### config.mk
export PLATFORM = sky130hd
export DESIGN_NAME = program_memory
export DESIGN_NICKNAME = d
export VERILOG_FILES = /design/src/design/program_memory.sv
export SDC_FILE = /design/constraint.sdc
export NUM_CORES = 2
export LEC_CHECK = 0
export BUFFER_PORTS_ARGS = -buffer_cell sky130_fd_sc_hd__buf_4
export CORE_ASPECT_RATIO = 0.75
export CORE_UTILIZATION = 65
export DETAILED_ROUTE_END_ITERATION = 8
export GPL_ROUTABILITY_DRIVEN = 0
export PLACE_DENSITY = 0.88
export SYNTH_ARGS = -nofsm -noshare
export SYNTH_HDL_FRONTEND = slang
export SYNTH_SLANG_ARGS = --single-unit
### constraint.sdc
create_clock -name clk -period 6.17 [get_ports clk]
set_clock_uncertainty 0.1 [all_clocks]
set_input_delay 1.234 -clock clk [delete_from_list [all_inputs] [get_ports clk]]
set_output_delay 1.234 -clock clk [all_outputs]
set_load 0.05 [all_outputs]
### src/design/program_memory.sv
`timescale 1ns/1ps

module program_memory (
    input  logic       clk,
    input  logic       we,
    input  logic [7:0] waddr,
    input  logic [7:0] wdata,
    input  logic [7:0] addr,
    output logic [7:0] data
);
    logic [7:0] mem [256];

    // Empty program reads as PUSH 0 until something is loaded
    initial begin
        for (int i = 0; i < 256; i++) begin
            mem[i] = 8'd0;
        end
    end

    always_ff @(posedge clk) begin
        if (we) begin
            mem[waddr] <= wdata;
        end
    end

    assign data = mem[addr];   // Follows pc without a clock

endmodule

==> impl_metrics.env <==
export IMPL_synth_seq_area_share=0.775
export IMPL_fp_coreArea_sq_um=121000
export IMPL_instances_no_fill=5679
export IMPL_synth_edf_count=2048
export IMPL_portBuffers=33
export IMPL_post_cts_buffers=0
export IMPL_relSlewSlack=0.145
export IMPL_grt_max_degree=172
export IMPL_endpoint_kind="output pin"
export IMPL_min_period_ps=6220
export IMPL_layout_commonest_cell="edfxtp_1"
export IMPL_syn_area_per_cell_sq_um=21.3
export IMPL_hold_viol_final=0
export IMPL_timing_final_crit_share=1.01
export IMPL_failed_checks="negative setup slack"
export IMPL_antenna_found_initial=15
export IMPL_swShare=0.219
export IMPL_initial_core_util=0.659
export IMPL_overflow=0
export IMPL_cp_max_fo=51
export IMPL_synth_top_area_frac=0.775
export IMPL_yosys_warnings=0
export IMPL_drtIter0Drc=8543
export IMPL_dp_cells=5349
export IMPL_clk_path_buf_depth=3
export IMPL_path_buf_inv=4
export IMPL_fp_dieH_um=305
export IMPL_combPwrFrac=0.057
export IMPL_pwr_share_clk=0.398
export IMPL_yosys_area_top_type="edfxtp_1"
export IMPL_synthCells=3725
export IMPL_pwr_share_seq=0.545
export IMPL_cpMostUsedCell="buf_4"
export IMPL_drive_above_1_share=0.237
export IMPL_worst_hold_slack_ps=955
export IMPL_drv_slew=0
export IMPL_biggestRegsByFlops="mem x2048"
export IMPL_root_buffer="clkbuf_16"
export IMPL_crit_slowest_cell="nor4_1"
export IMPL_drt_pass1_iter_count=9
export IMPL_area_growth_pct=10.8
export IMPL_power_mw=28.1
export IMPL_via_per_inst=7.60
export IMPL_clk_pin_slew_ps=70
export IMPL_nNetsFinal=3930
export IMPL_finalWirelength_um=220000
export IMPL_min_path_type="in -> reg"
export IMPL_power_per_cell_area_nw_per_um2=320
export IMPL_crit_cells=9
export IMPL_cpPeakStageDelay_ps=940
export IMPL_numCtsBuffers=177
export IMPL_p_switching_mw=6.15
export IMPL_yosysUniqueCellTypes=54
export IMPL_dp_hpwl_um=127000
export IMPL_drv_cap=0
export IMPL_status="finished with violations"
export IMPL_grt_pass1_wl_um=309000
export IMPL_num_vias=43136
export IMPL_yosys_register_bits=2048
export IMPL_io_pins=34
export IMPL_fmax_mhz=161
export IMPL_cts_hold_buf=0
export IMPL_tightest_slew_ps=1280
export IMPL_ir_drop_v=0.000335
export IMPL_synth_flop_cell="edfxtp_1"
export IMPL_largest_reg_flops=2048
export IMPL_arrival_ps=4880
export IMPL_regMostFlops="mem"
export IMPL_power_leakage_nw=27.3
export IMPL_setup_ws_ps=-46.2
export IMPL_rsz0062_at_grt="false"
export IMPL_crit_path_start_kind="input pin"
export IMPL_drc=0
export IMPL_synth_cell_area_sq_um=79400
export IMPL_path_delay_family="buffers and inverters"
export IMPL_rows=110
export IMPL_layout_common_cells="2048 x edfxtp_1, 454 x mux4_2, 279 x nor2_1"
export IMPL_synthTopCellsByArea="edfxtp_1 77%, mux4_2 13%, mux2i_1 1.7%, nor2_1 1.3%, a22oi_1 1.3%"
export IMPL_critical_path_class="in -> out"
export IMPL_die_x_um=406
export IMPL_htree_levels=4
export IMPL_synth_nets=3751
export IMPL_first_global_vias=42622
export IMPL_die_area_sq_um=124000
export IMPL_setup_viol=1
export IMPL_fill_cells=6238
export IMPL_p_int_mw=22.0
export IMPL_synthArstFlopShare=0
export IMPL_cts_tree="yes"
export IMPL_ant_nets=0
export IMPL_crit_end="data[6]"
export IMPL_path_cells="buf_8 > buf_4 > mux4_2 > a22oi_1 > a21oi_1 > nor4_1 > nor4_2 > buf_4 > buf_4"
export IMPL_wl_per_cell_um=38.7
export IMPL_grtUsageTotal=0.360
export IMPL_crit_required_ps=4840
export IMPL_critPathLaunch="addr[1]"
export IMPL_cts_sinks=2048
## synthesized netlist by cell type, types with 28 or more instances
master    number
nand2_1       33
o22ai_1       28
nor2b_1       31
mux2i_1      134
a22oi_1      133
a21oi_1       96
mux4_2       454
edfxtp_1    2048
o221ai_1      46
nand3_1       34
nor2_1       282
clkbuf_1     111
buf_2         31
## per-layer routing
| metal | vias to the layer above | track usage | part of all wire |
|---|---|---|---|
| met5 | - | 0.00273 | 0.0010 |
| met4 | 20 | 0.156 | 0.051 |
| met3 | 849 | 0.121 | 0.17 |
| met2 | 4779 | 0.538 | 0.46 |
| met1 | 21494 | 0.492 | 0.32 |
| li1 | 15994 | - | - |
## metrics by stage
stage	setup slack, ps	setup TNS [ps]	area (sq um)	util
floorplan	638	0	79400	-
global placement	-241	-494	82200	0.682
detailed placement	-292	-501	82200	0.682
CTS	58.3	0	87900	0.729
global route	16.0	0	88000	0.730
finish	-46.2	-46.2	88000	0.730
## logic make-up after synthesis
family / Yosys count / share of synthesized area
flops: 2048 / 0.775
mux: 591 / 0.146
simple gates: 466 / 0.0263
compound gates: 385 / 0.0343
buf+inv: 235 / 0.0183
## power groups by stage
stage               clock network, mW  registers (mW)  logic [mW]
floorplan                           0            15.6       0.786
global route                     11.6            15.3        1.61
detailed placement                  0            15.6        1.50
global placement                    0            15.6        1.43
finish                           11.2            15.3        1.60
CTS                              11.1            15.3        1.54
## final cells by class
| cell class | count | area, sq um | area share |
|---|---|---|---|
| Clock inverter | 105 | 960 | 0.0109 |
| Antenna cell | 5 | 12.5 | 0.000142 |
| Multi-Input combinational cell | 1442 | 16600 | 0.188 |
| Inverter | 2 | 7.51 | 0.0000853 |
| Clock buffer | 220 | 4700 | 0.0534 |
| Timing Repair Buffer | 233 | 2200 | 0.0250 |
| Tap cell | 1624 | 2030 | 0.0231 |
| Sequential cell | 2048 | 61500 | 0.699 |
## timing repair
item                                   in CTS  in global routing
setup endpoints to repair                   5                  3
gates resized for setup                     6                  3
endpoints found under the hold margin       0                  0
## worst min path at each step
stage | slack, ps | to | start | cells after the start
4_1_cts | 940 | mem[9][7] | wdata[7] | 1
3_5_place_dp | 1790 | mem[3][7] | wdata[7] | 1
6_report | 960 | mem[174][3] | wdata[3] | 1
2_1_floorplan | 1230 | mem[0][0] | wdata[0] | 0
3_3_place_gp | 1760 | mem[0][7] | wdata[7] | 1
5_1_grt | 980 | mem[9][7] | wdata[7] | 1
No activity file was read; power rests on OpenSTA's default activity.
