==> src/design/isa_pkg.sv <==
package isa_pkg;

    // Opcode numbers shared with the software VM
    typedef enum logic [7:0] {
        OP_PUSH       = 8'd0,
        OP_ADD        = 8'd1,
        OP_JMP        = 8'd3,
        OP_HALT       = 8'd5,
        OP_LOAD       = 8'd6,
        OP_STORE      = 8'd7,
        OP_SUB        = 8'd8,
        OP_DUP        = 8'd10,
        OP_DROP       = 8'd11,
        OP_SWAP       = 8'd12,
        OP_BRZ        = 8'd22,
        OP_NEG        = 8'd31,
        OP_CONSENSUS  = 8'd32,
        OP_ACCEPT_ANY = 8'd33
    } opcode_e;

    typedef enum logic [1:0] {
        FETCH,
        DECODE,
        EXECUTE,
        MEM
    } ctrl_state_e;

    typedef enum logic [2:0] {
        ALU_ADD,
        ALU_SUB,
        ALU_NEG,
        ALU_CONS,
        ALU_ANY
    } alu_op_e;

    typedef enum logic [2:0] {
        ST_NONE,
        ST_PUSH,
        ST_POP,
        ST_POP2,
        ST_SET_TOP,
        ST_POP_SET,    // Pop, then overwrite the new top
        ST_SWAP
    } stack_op_e;

endpackage

==> src/design/trit_pkg.sv <==
package trit_pkg;

    // One balanced trit in two bits, the code 2'b11 is never produced
    typedef logic [1:0] trit_t;

    localparam trit_t TRIT_Z = 2'b00;
    localparam trit_t TRIT_P = 2'b01;
    localparam trit_t TRIT_N = 2'b10;

    localparam int WORD_TRITS = 9;

    typedef logic [2*WORD_TRITS-1:0] word_t;   // Trit 0 in bits [1:0]

    localparam word_t MINUS_ONE_WORD = {WORD_TRITS{TRIT_N}};   // Also the mask of high bits

    // Swap the bits of every pair, so P and N trade places and Z stays
    function automatic word_t trit_negate(input word_t w);
        return ((w << 1) & MINUS_ONE_WORD) | ((w & MINUS_ONE_WORD) >> 1);
    endfunction

    // Signed byte to balanced ternary, magnitude first and sign applied last
    function automatic word_t from_byte(input logic signed [7:0] val);
        int    mag;
        word_t w;
        mag = (val < 0) ? -int'(val) : int'(val);
        w   = '0;
        for (int i = 0; i < WORD_TRITS; i++) begin
            case (mag % 3)
                1: begin
                    w[2*i +: 2] = TRIT_P;
                    mag = mag / 3;
                end
                2: begin
                    w[2*i +: 2] = TRIT_N;   // Digit 2 becomes -1 with a carry up
                    mag = mag / 3 + 1;
                end
                default: mag = mag / 3;
            endcase
        end
        return (val < 0) ? trit_negate(w) : w;
    endfunction

endpackage

==> src/design/operand_stack.sv <==
`timescale 1ns/1ps

module operand_stack #(
    parameter  int STACK_DEPTH = 16,
    localparam int DEPTH_W     = $clog2(STACK_DEPTH + 1)
) (
    input  logic               clk,
    input  logic               rst,
    input  isa_pkg::stack_op_e op,
    input  trit_pkg::word_t    wdata,
    output trit_pkg::word_t    tos,
    output trit_pkg::word_t    nos,
    output logic [DEPTH_W-1:0] depth
);
    localparam int PTR_W = $clog2(STACK_DEPTH);

    trit_pkg::word_t  entries [STACK_DEPTH];
    logic [PTR_W-1:0] push_idx;
    logic [PTR_W-1:0] tos_idx;
    logic [PTR_W-1:0] nos_idx;

    // Slots are taken modulo the array size, so overflow wraps onto the bottom
    assign push_idx = PTR_W'(depth);
    assign tos_idx  = PTR_W'(depth - DEPTH_W'(1));
    assign nos_idx  = PTR_W'(depth - DEPTH_W'(2));

    assign tos = entries[tos_idx];
    assign nos = entries[nos_idx];

    always_ff @(posedge clk or posedge rst) begin
        if (rst) begin
            depth <= '0;
        end else begin
            case (op)
                isa_pkg::ST_PUSH:    depth <= depth + DEPTH_W'(1);
                isa_pkg::ST_POP:     depth <= depth - DEPTH_W'(1);
                isa_pkg::ST_POP_SET: depth <= depth - DEPTH_W'(1);
                isa_pkg::ST_POP2:    depth <= depth - DEPTH_W'(2);
                default: ;
            endcase
        end
    end

    always_ff @(posedge clk) begin
        case (op)
            isa_pkg::ST_PUSH:    entries[push_idx] <= wdata;
            isa_pkg::ST_SET_TOP: entries[tos_idx] <= wdata;
            isa_pkg::ST_POP_SET: entries[nos_idx] <= wdata;   // nos becomes the top
            isa_pkg::ST_SWAP: begin
                entries[tos_idx] <= nos;
                entries[nos_idx] <= tos;
            end
            default: ;
        endcase
    end

endmodule

==> config.mk <==
export PLATFORM = sky130hd
export DESIGN_NAME = operand_stack
export DESIGN_NICKNAME = d
export VERILOG_FILES = /design/src/design/isa_pkg.sv /design/src/design/trit_pkg.sv /design/src/design/operand_stack.sv
export SDC_FILE = /design/constraint.sdc
export NUM_CORES = 1
export LEC_CHECK = 0
export ABC_AREA = 1
export BUFFER_PORTS_ARGS = -buffer_cell sky130_fd_sc_hd__buf_2
export CORE_MARGIN = 4
export CORE_UTILIZATION = 50
export DETAILED_ROUTE_END_ITERATION = 8
export PLACE_DENSITY_LB_ADDON = 0.08
export SLEW_MARGIN = 20
export SYNTH_ARGS = -nofsm -noshare
export SYNTH_HDL_FRONTEND = slang
export SYNTH_SLANG_ARGS = --single-unit
==> constraint.sdc <==
create_clock -name clk -period 11.6 [get_ports clk]
set_input_delay 1.74 -clock clk [delete_from_list [all_inputs] [get_ports clk]]
set_output_delay 1.74 -clock clk [all_outputs]
set_load 0.1 [all_outputs]
==> qor.txt <==
setup total negative slack: 0 ns
fraction of registers with async set/reset: 1.71%
via count: 20496
Setup-failing EPs final: 0
CTS max path bufs: 3
Post-CTS Setup Inserts: 0
# DRC: 0
clk_lat worst skew: 0.55 ns
Die Y: 211 um
Hold WC Path Type: register to register
combinational family with the most area after synthesis: simple AND/OR/NAND/NOR gates
FMAX: 0.143 GHz
die area: 44500 um2
met2 wire length: 33700 um
Post-Synth Simple-Gate Area: 43.3%
Synth Flop Type: edfxtp_1
final-report max-slew violation count: 0
Mapped Cells: 3059
gpl congestion: 0.900
Netlist cell types: 32
CTS Hold Buffers Added: 0
final wirelength: 77800 um
worst path required time: 9.86 ns
vias in the first global route: 18920
CTS buffer count: 36
Worst Path Arrival: 5.28 ns
Via density: 5.74
cell breakdown of the critical path: inv_8, ha_4, inv_2, buf_4, nor2_1, o21ai_0, nand3_1, nand3_2, nand2_1, buf_2
total gr overflow: 0
Yosys warnings: 0
final hold vios: 0
post-synthesis compound-gate area fraction: 1.73%
nets: 3045
Slowest cell on crit path: ha_4
Max Cap Violations: 0
RSZ-0062 raised after global routing: no
xor and xnor fraction of the mapped netlist area: 0.480%
largest net degree at the start of global routing: 106
register bit total from synthesis: 293
Post-synth EDFFs: 288
Initial Utilization: 50.5%
Area Growth Syn to Fin: 6.50%
outcome: finished, final reports clean
H-Tree Depth: 2
worst path bufs/invs: 4
Worst path max stage delay: 1.11 ns
delay-heaviest family, CP: buffers and inverters
share of the yosys chip area belonging to registers: 42.6%
Setup CP Type: register to output pin
Tot GR Track Use: 34.1%
CORE AREA: 40800 um2
CTS clk-pin slew, worst paths: 0.06 ns
Syn Std Cell Area: 20600 um2
clock root buffer master: clkbuf_16
Startpoint Class: register
Port Buf Inserts: 63
Place WS: 5.26 ns
Clock Sinks: 293
DR pass1 iterations: 8
post-synthesis mux area share: 0%
period utilization: 60.5%
final worst path period need: 7.02 ns
maximum fanout along the worst path: 85
syn avg cell area: 6.74 um2
Min Hold Slack: 0.631 ns
CTS resizes: 0
Post-Route M1 WL: 30200 um
Adder-Cell Fraction of Synth Area: 0.486%
Syn Nets: 3090
post-route clock skew: 0.0156 ns
Slew headroom: 18.7%
Top Layer Used: met4
first-pass GRT wire length: 114000 um
Final WS setup: 4.58 ns
initial antenna violation count: 1
share of layout cells above drive strength 1: 8.85%
Routed met3 length: 9410 um
Critical Path End Type: output pin
Initial DRC Count: 2727
Boundary Pins: 64
Rows: 74
Die X: 211 um
post-DR wirelength/cell: 21.8 um
antenna viol nets, final: 0
CTS tree: done
DPL Wire Length: 46300 um
Worst Tran Pin Value: 1.22 ns
-- flip-flops by register name, summed over array words and instances (netlist names) --
name and flops:
entries 288, depth 5
-- cells in the mapped netlist (all sizes together) (6+ instances only) --
library cell | number | area share [%]
ha | 8 | 0.49
o211ai | 7 | 0.25
o21ai | 51 | 1.2
nand4 | 17 | 0.52
nor2 | 23 | 0.59
edfxtp | 288 | 42
buf | 166 | 5.0
nand3 | 422 | 10
clkinv | 6 | 0.11
nand2 | 1703 | 32
inv | 319 | 5.8
clkbuf | 28 | 0.51
-- per-layer routing --
metal / up-vias / global-route usage [%]
li1: 9462 / -
met1: 9454 / 45.7
met2: 1299 / 52.3
met3: 281 / 7.95
met4: 0 / 16.7
met5: - / 0
-- worst paths after layout --
path,to,depth (start not counted),start,slack [ns]
worst max-delay path,tos[16],10,depth[0],4.58
worst min-delay path,depth[4],2,depth[4],0.63
worst max register to register,entries[8][14],8,depth[0],6.33
worst min register to register,depth[4],2,depth[4],0.63
max in group asynchronous,depth[0],2,rst,10.26
min in group asynchronous,depth[4],2,rst,1.11
-- through the flow --
step / util (%) / std cells / cell area (um2)
CTS: 53.7 / 3570 / 21900
finish: 53.8 / 3571 / 21900
global route: 53.8 / 3570 / 21900
detailed placement: 51.2 / 3508 / 20900
global placement: 51.2 / 3508 / 20900
floorplan: - / 3059 / 20600
-- final cells by class --
cell class / count / area, um2
fillers: 4014 / 18900
multi-input cells: 2247 / 9570
flip-flops and latches: 293 / 8780
inverters: 325 / 1230
clock buffers: 44 / 952
repair buffers: 111 / 676
well taps: 532 / 666
clock inverters: 18 / 73.8
diodes: 1 / 2.50
-- cell families (layout without fill, tap and decap cells) --
kind of cell | count (synthesis) | after routing
adder cells (fa/ha/maj) | 8 | 8
AND/OR/NAND/NOR | 2167 | 2167
other | 0 | 1
AO/OA/AOI/OAI | 65 | 65
flip-flops | 293 | 293
XOR/XNOR | 7 | 7
buffers and inverters | 519 | 498
-- worst reg2reg max path: stages, from the launching register on --
cell and delay (ns):
dfrtp_4 0.76, inv_8 0.49, buf_4 0.95, ha_1 0.30
nand2_1 0.16, nor2_4 0.78, inv_2 0.57, o21ai_2 0.54
buf_4 0.40
-- placed cells by master (no fill, tap or decap), types with 4 or more instances in the layout --
| cell | synthesis | layout |
|---|---|---|
| inv_1 | 301 | 299 |
| xor2_1 | 4 | 4 |
| edfxtp_1 | 288 | 288 |
| o211ai_1 | 7 | 7 |
| buf_2 | 89 | 63 |
| o21ai_0 | 51 | 35 |
| nand4_1 | 17 | 17 |
| clkbuf_1 | 28 | 7 |
| nor2_1 | 9 | 6 |
| buf_4 | 36 | 48 |
| nand2_1 | 1650 | 1650 |
| o21ai_2 | 0 | 15 |
| clkinv_2 | 0 | 6 |
| ha_1 | 8 | 7 |
| inv_2 | 18 | 20 |
| nand3_1 | 420 | 420 |
| clkbuf_16 | 0 | 37 |
| nor2_2 | 14 | 16 |
| nand2_2 | 46 | 46 |
| clkinv_1 | 6 | 17 |
| nand2_4 | 7 | 7 |
Power is not shown: default switching activity piles up to over one toggle a cycle in this logic, so the estimate is an artifact.
