<file path="config.mk">
export PLATFORM = sky130hd
export DESIGN_NAME = trit_alu
export DESIGN_NICKNAME = d
export VERILOG_FILES = /design/src/design/isa_pkg.sv /design/src/design/trit_pkg.sv /design/src/design/trit_alu.sv
export SDC_FILE = /design/constraint.sdc
export NUM_CORES = 1
export LEC_CHECK = 0
export BUFFER_PORTS_ARGS = -buffer_cell sky130_fd_sc_hd__buf_2
export CELL_PAD_IN_SITES_DETAIL_PLACEMENT = 1
export CELL_PAD_IN_SITES_GLOBAL_PLACEMENT = 1
export CORE_MARGIN = 1.5
export CORE_UTILIZATION = 44
export DETAILED_ROUTE_END_ITERATION = 6
export PLACE_DENSITY_LB_ADDON = 0.12
export SETUP_SLACK_MARGIN = 0.2
export SLEW_MARGIN = 20
export SYNTH_ARGS = -nofsm -noshare
export SYNTH_HDL_FRONTEND = slang
export SYNTH_SLANG_ARGS = --single-unit
</file>
<file path="constraint.sdc">
create_clock -name vclk -period 20.3
set_input_delay 3.045 -clock vclk [all_inputs]
set_output_delay 3.045 -clock vclk [all_outputs]
set_load 0.02 [all_outputs]
</file>
<file path="src/design/isa_pkg.sv">
package isa_pkg;

    // Opcode numbers shared with the software VM
    typedef enum logic [7:0] {
        OP_PUSH       = 8'd0,
        OP_ADD        = 8'd1,
        OP_JMP        = 8'd3,
        OP_HALT       = 8'd5,
        OP_LOAD       = 8'd6,
        OP_STORE      = 8'd7,
        OP_SUB        = 8'd8,
        OP_DUP        = 8'd10,
        OP_DROP       = 8'd11,
        OP_SWAP       = 8'd12,
        OP_BRZ        = 8'd22,
        OP_NEG        = 8'd31,
        OP_CONSENSUS  = 8'd32,
        OP_ACCEPT_ANY = 8'd33
    } opcode_e;

    typedef enum logic [1:0] {
        FETCH,
        DECODE,
        EXECUTE,
        MEM
    } ctrl_state_e;

    typedef enum logic [2:0] {
        ALU_ADD,
        ALU_SUB,
        ALU_NEG,
        ALU_CONS,
        ALU_ANY
    } alu_op_e;

    typedef enum logic [2:0] {
        ST_NONE,
        ST_PUSH,
        ST_POP,
        ST_POP2,
        ST_SET_TOP,
        ST_POP_SET,    // Pop, then overwrite the new top
        ST_SWAP
    } stack_op_e;

endpackage

</file>
<file path="src/design/trit_pkg.sv">
package trit_pkg;

    // One balanced trit in two bits, the code 2'b11 is never produced
    typedef logic [1:0] trit_t;

    localparam trit_t TRIT_Z = 2'b00;
    localparam trit_t TRIT_P = 2'b01;
    localparam trit_t TRIT_N = 2'b10;

    localparam int WORD_TRITS = 9;

    typedef logic [2*WORD_TRITS-1:0] word_t;   // Trit 0 in bits [1:0]

    localparam word_t MINUS_ONE_WORD = {WORD_TRITS{TRIT_N}};   // Also the mask of high bits

    // Swap the bits of every pair, so P and N trade places and Z stays
    function automatic word_t trit_negate(input word_t w);
        return ((w << 1) & MINUS_ONE_WORD) | ((w & MINUS_ONE_WORD) >> 1);
    endfunction

    // Signed byte to balanced ternary, magnitude first and sign applied last
    function automatic word_t from_byte(input logic signed [7:0] val);
        int    mag;
        word_t w;
        mag = (val < 0) ? -int'(val) : int'(val);
        w   = '0;
        for (int i = 0; i < WORD_TRITS; i++) begin
            case (mag % 3)
                1: begin
                    w[2*i +: 2] = TRIT_P;
                    mag = mag / 3;
                end
                2: begin
                    w[2*i +: 2] = TRIT_N;   // Digit 2 becomes -1 with a carry up
                    mag = mag / 3 + 1;
                end
                default: mag = mag / 3;
            endcase
        end
        return (val < 0) ? trit_negate(w) : w;
    endfunction

endpackage

</file>
<file path="src/design/trit_alu.sv">
`timescale 1ns/1ps

module trit_alu (
    input  trit_pkg::word_t  a,
    input  trit_pkg::word_t  b,
    input  isa_pkg::alu_op_e op,
    output trit_pkg::word_t  result
);
    trit_pkg::word_t addend;
    trit_pkg::word_t sum;
    trit_pkg::word_t cons_word;
    trit_pkg::word_t any_word;

    // Trit code to -1, 0 or +1, the unused code counts as zero
    function automatic logic signed [1:0] trit_val(input trit_pkg::trit_t t);
        case (t)
            trit_pkg::TRIT_P: return 2'sb01;
            trit_pkg::TRIT_N: return 2'sb11;
            default:          return 2'sb00;
        endcase
    endfunction

    function automatic trit_pkg::trit_t trit_enc(input logic signed [1:0] v);
        case (v)
            2'sb01:  return trit_pkg::TRIT_P;
            2'sb11:  return trit_pkg::TRIT_N;
            default: return trit_pkg::TRIT_Z;
        endcase
    endfunction

    assign addend = (op == isa_pkg::ALU_SUB) ? trit_pkg::trit_negate(b) : b;

    // Ripple of balanced full adders, carry in and out is -1, 0 or +1
    always_comb begin : ripple
        logic signed [2:0] carry;
        logic signed [2:0] s;
        carry = 3'sd0;
        sum   = '0;
        for (int i = 0; i < trit_pkg::WORD_TRITS; i++) begin
            s = trit_val(a[2*i +: 2]) + trit_val(addend[2*i +: 2]) + carry;
            if (s > 3'sd1) begin
                sum[2*i +: 2] = trit_enc(2'(s - 3'sd3));
                carry = 3'sd1;
            end else if (s < -3'sd1) begin
                sum[2*i +: 2] = trit_enc(2'(s + 3'sd3));
                carry = -3'sd1;
            end else begin
                sum[2*i +: 2] = trit_enc(2'(s));
                carry = 3'sd0;
            end
        end
        // Carry out of trit 8 is dropped
    end

    // Consensus is the per-trit minimum, accept-any the maximum
    for (genvar i = 0; i < trit_pkg::WORD_TRITS; i++) begin : g_logic
        logic signed [1:0] va;
        logic signed [1:0] vb;

        assign va = trit_val(a[2*i +: 2]);
        assign vb = trit_val(b[2*i +: 2]);

        assign cons_word[2*i +: 2] = trit_enc((va < vb) ? va : vb);
        assign any_word[2*i +: 2]  = trit_enc((va > vb) ? va : vb);
    end

    always_comb begin
        case (op)
            isa_pkg::ALU_NEG:  result = trit_pkg::trit_negate(b);
            isa_pkg::ALU_CONS: result = cons_word;
            isa_pkg::ALU_ANY:  result = any_word;
            default:           result = sum;   // ADD and SUB
        endcase
    end

endmodule

</file>
==> flow_summary.toml, run 1 <==
[floorplanning]
pin_count = 57
core_mm2 = 0.00694
die_x_um = 88.5
fp-row-count = 30
dieHeight_um = 88.5
start_util_pct = 46.3
dieArea_mm2 = 0.00783

[synthesis]
syn_nets = 532
ys_seq_area_share_pct = 0
ys_top_cells_by_area = "ha_1 (20%), fa_1 (17%), inv_1 (7.9%)"
synth_largest_area_cell = "ha_1"
postSynthCellCount = 414
synth_cell_types = 49
syn_avg_cell_area_um2 = 7.77
synth_area_mm2 = 0.00322
yosysWarnings = 0
yosysTopAreaCellShare_pct = 20.2

[outcome]
outcome = "completed"

[route]
drtIter0Drc = 71
via_per_inst = 5.65
route.detailed.drc = 0
num_vias = 3207
dr.pass1.iters = 4
drt-wirelength-per-cell_um = 16.4
wl_um = 9310
ant_nets = 0

[cells_and_area]
fin_cells = 568
final_cell_mix = "inv_1 (68), buf_2 (56), ha_1 (52)"
final_common_cell = "inv_1"
nNetsFinal = 591
n_sequential_cell = 0
seqCellArea_um2 = 0
drive_above_1_share_pct = 17.2
syn_to_final_growth_pct = 14.0
nClkBuffers = 0

[place]
dp_hpwl_um = 7550
gp_congestion = 0.831
io_buffer_count = 57
dp.cells = 563

[grt]
grt_pass1_vias = 3334
grt_first_pass_wirelength_um = 15300
grt_overflow_total = 0
grt_max_degree = 21
grt_usage_pct = 24.3
antenna_found_initial = 1

[timing]
period_share_pct = 96.2
slew_viol_final = 0
tightestPinTransition_ps = 818
rsz0062_at_grt = "no"
max_freq_ghz = 0.0512
final.min_clock_period_ps = 19530
timing.setup.tns_ps = 0
setup_viol = 0
hold_viol = 0
slew_headroom_pct = 45.5

[worst_setup_path]
worstSetupEndpointType = "output pin"
cp_slowest_stage_delay_ps = 600
startpoint_type = "input pin"
cpMostUsedCell = "inv_1"
cp.required_ps = 17260
critPathKind = "in2out"
worst_ep_arrival_time_ps = 16480
critPathSlowestCell = "fa_2"
critPathMaxFanout = 13

[job]
drv_cap = 0

[min_path]
hold-path-endpoint = "result[6]"
holdCritPathClass = "in2out"
hp-start = "b[7]"
hold_depth = 4

[cts]
ctsHoldBuffers = 0
==> synthesized netlist by cell type, types with 3 or more instances <==
library cell and n:
o21ai_0 17, clkbuf_1 5, xor2_1 4, mux2_2 5
inv_1 68, nand2b_1 8, fa_1 27, o221ai_1 3
and3_1 8, o2bb2ai_1 3, or3_1 6, mux2i_1 14
a21boi_0 3, o211ai_1 4, a211oi_1 6, nand3b_1 3
nor2_1 21, and4_1 4, a2bb2oi_1 4, nand4_1 3
a32oi_1 3, nor2b_1 8, nand2_1 30, o22ai_1 3
a22oi_1 5, nor3_1 18, a21oi_1 37, ha_1 52
xnor3_1 7, buf_2 3, o2111a_1 3, nand3_1 8
==> worst max path at each step <==
| stage | start | cells past startpoint | slack [ps] | to |
|---|---|---|---|---|
| 3_3_place_gp | op[0] | 50 | 540 | result[17] |
| 3_5_place_dp | op[0] | 50 | 90 | result[17] |
| 6_report | op[0] | 50 | 770 | result[17] |
| 4_1_cts | op[0] | 50 | 220 | result[17] |
| 5_1_grt | op[0] | 50 | 160 | result[17] |
| 2_1_floorplan | op[0] | 48 | 1240 | result[17] |
==> worst max-delay path, delay by kind of cell <==
kind / cells / cell delay (ps)
AOI/OAI and AO/OA: 6 / 1110
xor gates and xnor gates: 7 / 2590
adders and majority gates: 17 / 6830
buffers and inverters: 12 / 960
and+or+nand+nor: 8 / 1900
==> per-layer routing <==
| metal | vias to the layer above | wire length [µm] | GRT usage [%] |
|---|---|---|---|
| li1 | 1569 | - | - |
| met1 | 1570 | 4200 | 31.3 |
| met2 | 62 | 4720 | 46.4 |
| met3 | 6 | 328 | 1.21 |
| met4 | 0 | 59 | 1.99 |
| met5 | - | 0 | 0 |
==> cell type report <==
| type | count | area, µm² |
|---|---|---|
| antenna | 1 | 2.50 |
| fill | 904 | 3280 |
| inverter | 68 | 255 |
| multi-input combinational | 337 | 2930 |
| tap | 96 | 120 |
| timing repair buffer | 66 | 355 |
==> timing repair <==
item | 4_1_cts | 5_1_grt
setup endpoints to repair | 1 | 2
pin swaps | 0 | 3
gates resized for setup | 1 | 9
setup buffers | 0 | 4
hold endpoints to repair | 0 | 0
==> through the flow <==
step | cell area (µm²) | hold WS [ps] | utilization [%] | setup WS [ps]
floorplan | 3220 | 6370 | - | 1240
global placement | 3620 | 6590 | 52.1 | 536
detailed placement | 3620 | 6590 | 52.1 | 94.7
CTS | 3620 | 6600 | 52.2 | 220
global route | 3660 | 6630 | 52.8 | 161
finish | 3670 | 6590 | 52.8 | 771
==> cells by family after synthesis <==
| logic type | count (synthesis) | synth area share [%] |
|---|---|---|
| AOI/OAI and AO/OA | 103 | 21.0 |
| buffers and inverters | 77 | 9.14 |
| muxes | 19 | 6.11 |
| adders and majority gates | 79 | 37.0 |
| and+or+nand+nor | 123 | 19.7 |
| xor gates and xnor gates | 13 | 7.00 |
Power of run 1 is left out: the tool's default activity adds up to more than one toggle a clock period on the data nets, which glitch-free logic cannot reach.
==> run 2: changes to the inputs <==
Settings changed: CORE_UTILIZATION 44 to 47.
Clock period 20.3 ns to 25 ns, I/O delays scaled along.
==> run 2 against run 1 <==
First-iteration DRC count increased by 13%. Sequential cell count unchanged. Wire length decreased by 2.8%. Critical path depth unchanged. Worst hold slack improved by 1400 ps. Critical endpoint unchanged.
==> flow_summary.toml, run 2 (same netlist as run 1, synthesis figures left out) <==
[floorplanning]
core_mm2 = 0.00649
dieArea_mm2 = 0.00735
die_x_um = 85.7
start_util_pct = 49.5
dieHeight_um = 85.7
pin_count = 57
fp-row-count = 29

[route]
dr.pass1.iters = 4
route.detailed.drc = 0
drt-wirelength-per-cell_um = 16.8
num_vias = 3105
drtIter0Drc = 80
via_per_inst = 5.75
wl_um = 9050
ant_nets = 0

[grt]
antenna_found_initial = 0
grt_first_pass_wirelength_um = 15200
grt_pass1_vias = 3280
grt_overflow_total = 0
grt_usage_pct = 25.1
grt_max_degree = 22

[cells_and_area]
n_sequential_cell = 0
fill_cells = 867
diodes = 0
final_cell_mix = "inv_1 (68), buf_2 (57), ha_1 (52)"
nClkBuffers = 0
final_common_cell = "inv_1"
nNetsFinal = 583
syn_to_final_growth_pct = 11.1
drive_above_1_share_pct = 14.0
final_util_pct = 55.0
seqCellArea_um2 = 0

[timing]
setup_viol = 0
hold_viol = 0
rsz0062_at_grt = "no"
slew_viol_final = 0
tightestPinTransition_ps = 836
slew_headroom_pct = 44.2
max_freq_ghz = 0.0447
timing.setup.tns_ps = 0
period_share_pct = 89.4
final.min_clock_period_ps = 22360

[worst_setup_path]
startpoint_type = "input pin"
cp.required_ps = 21250
worst_ep_arrival_time_ps = 18610
critPathKind = "in2out"
cp_slowest_stage_delay_ps = 700
worstSetupEndpointType = "output pin"
critPathSlowestCell = "or3_1"
critPathMaxFanout = 21

[place]
dp_hpwl_um = 7560
gp_congestion = 0.800
io_buffer_count = 57

[outcome]
outcome = "completed"

[job]
drv_cap = 0

[min_path]
holdCritPathClass = "in2out"

[cts]
cts_setup_buffers = 0
cts_resized = 0
ctsHoldBuffers = 0
==> run 2: cell types whose count changed in the layout (fill, tap and decap cells not counted), sizes merged <==
cell / change
buf: -8
diode: -1
==> run 2: worst max-delay path, delay by kind of cell <==
family	cells	cell delay [ps]
simple gates	8	2320
xor+xnor	8	3320
fa+ha+maj	17	6710
buf+inv	11	1270
compound gates	6	1200
==> run 2: metal layers <==
| layer | vias to the layer above | share of wire (%) | track usage [%] |
|---|---|---|---|
| li1 | 1546 | - | - |
| met1 | 1493 | 45 | 31.9 |
| met2 | 60 | 51 | 48.3 |
| met3 | 6 | 2.8 | 0.866 |
| met4 | 0 | 0.74 | 2.64 |
| met5 | - | 0 | 0 |
==> run 2: worst paths after layout <==
| check | from | to | cells past startpoint |
|---|---|---|---|
| setup / recovery | op[0] | result[17] | 50 |
| hold / removal | b[7] | result[6] | 4 |
==> run 2: layout make-up <==
class	instances	area, µm²	area share [%]
tap	77	96.3	2.70
timing repair buffer	58	293	8.19
multi-input combinational	337	2930	82.0
inverter	68	255	7.14
==> run 2: through the flow <==
step | area, µm² | hold slack [ps] | instances | worst slack [ps]
2_1_floorplan | 3220 | 7780 | 414 | 4530
3_3_place_gp | 3570 | 8000 | 540 | 3220
3_5_place_dp | 3570 | 8000 | 540 | 2560
4_1_cts | 3570 | 8010 | 540 | 2590
5_1_grt | 3570 | 8040 | 540 | 1810
6_report | 3570 | 8000 | 540 | 2640
Power of run 2 is left out for the same reason.
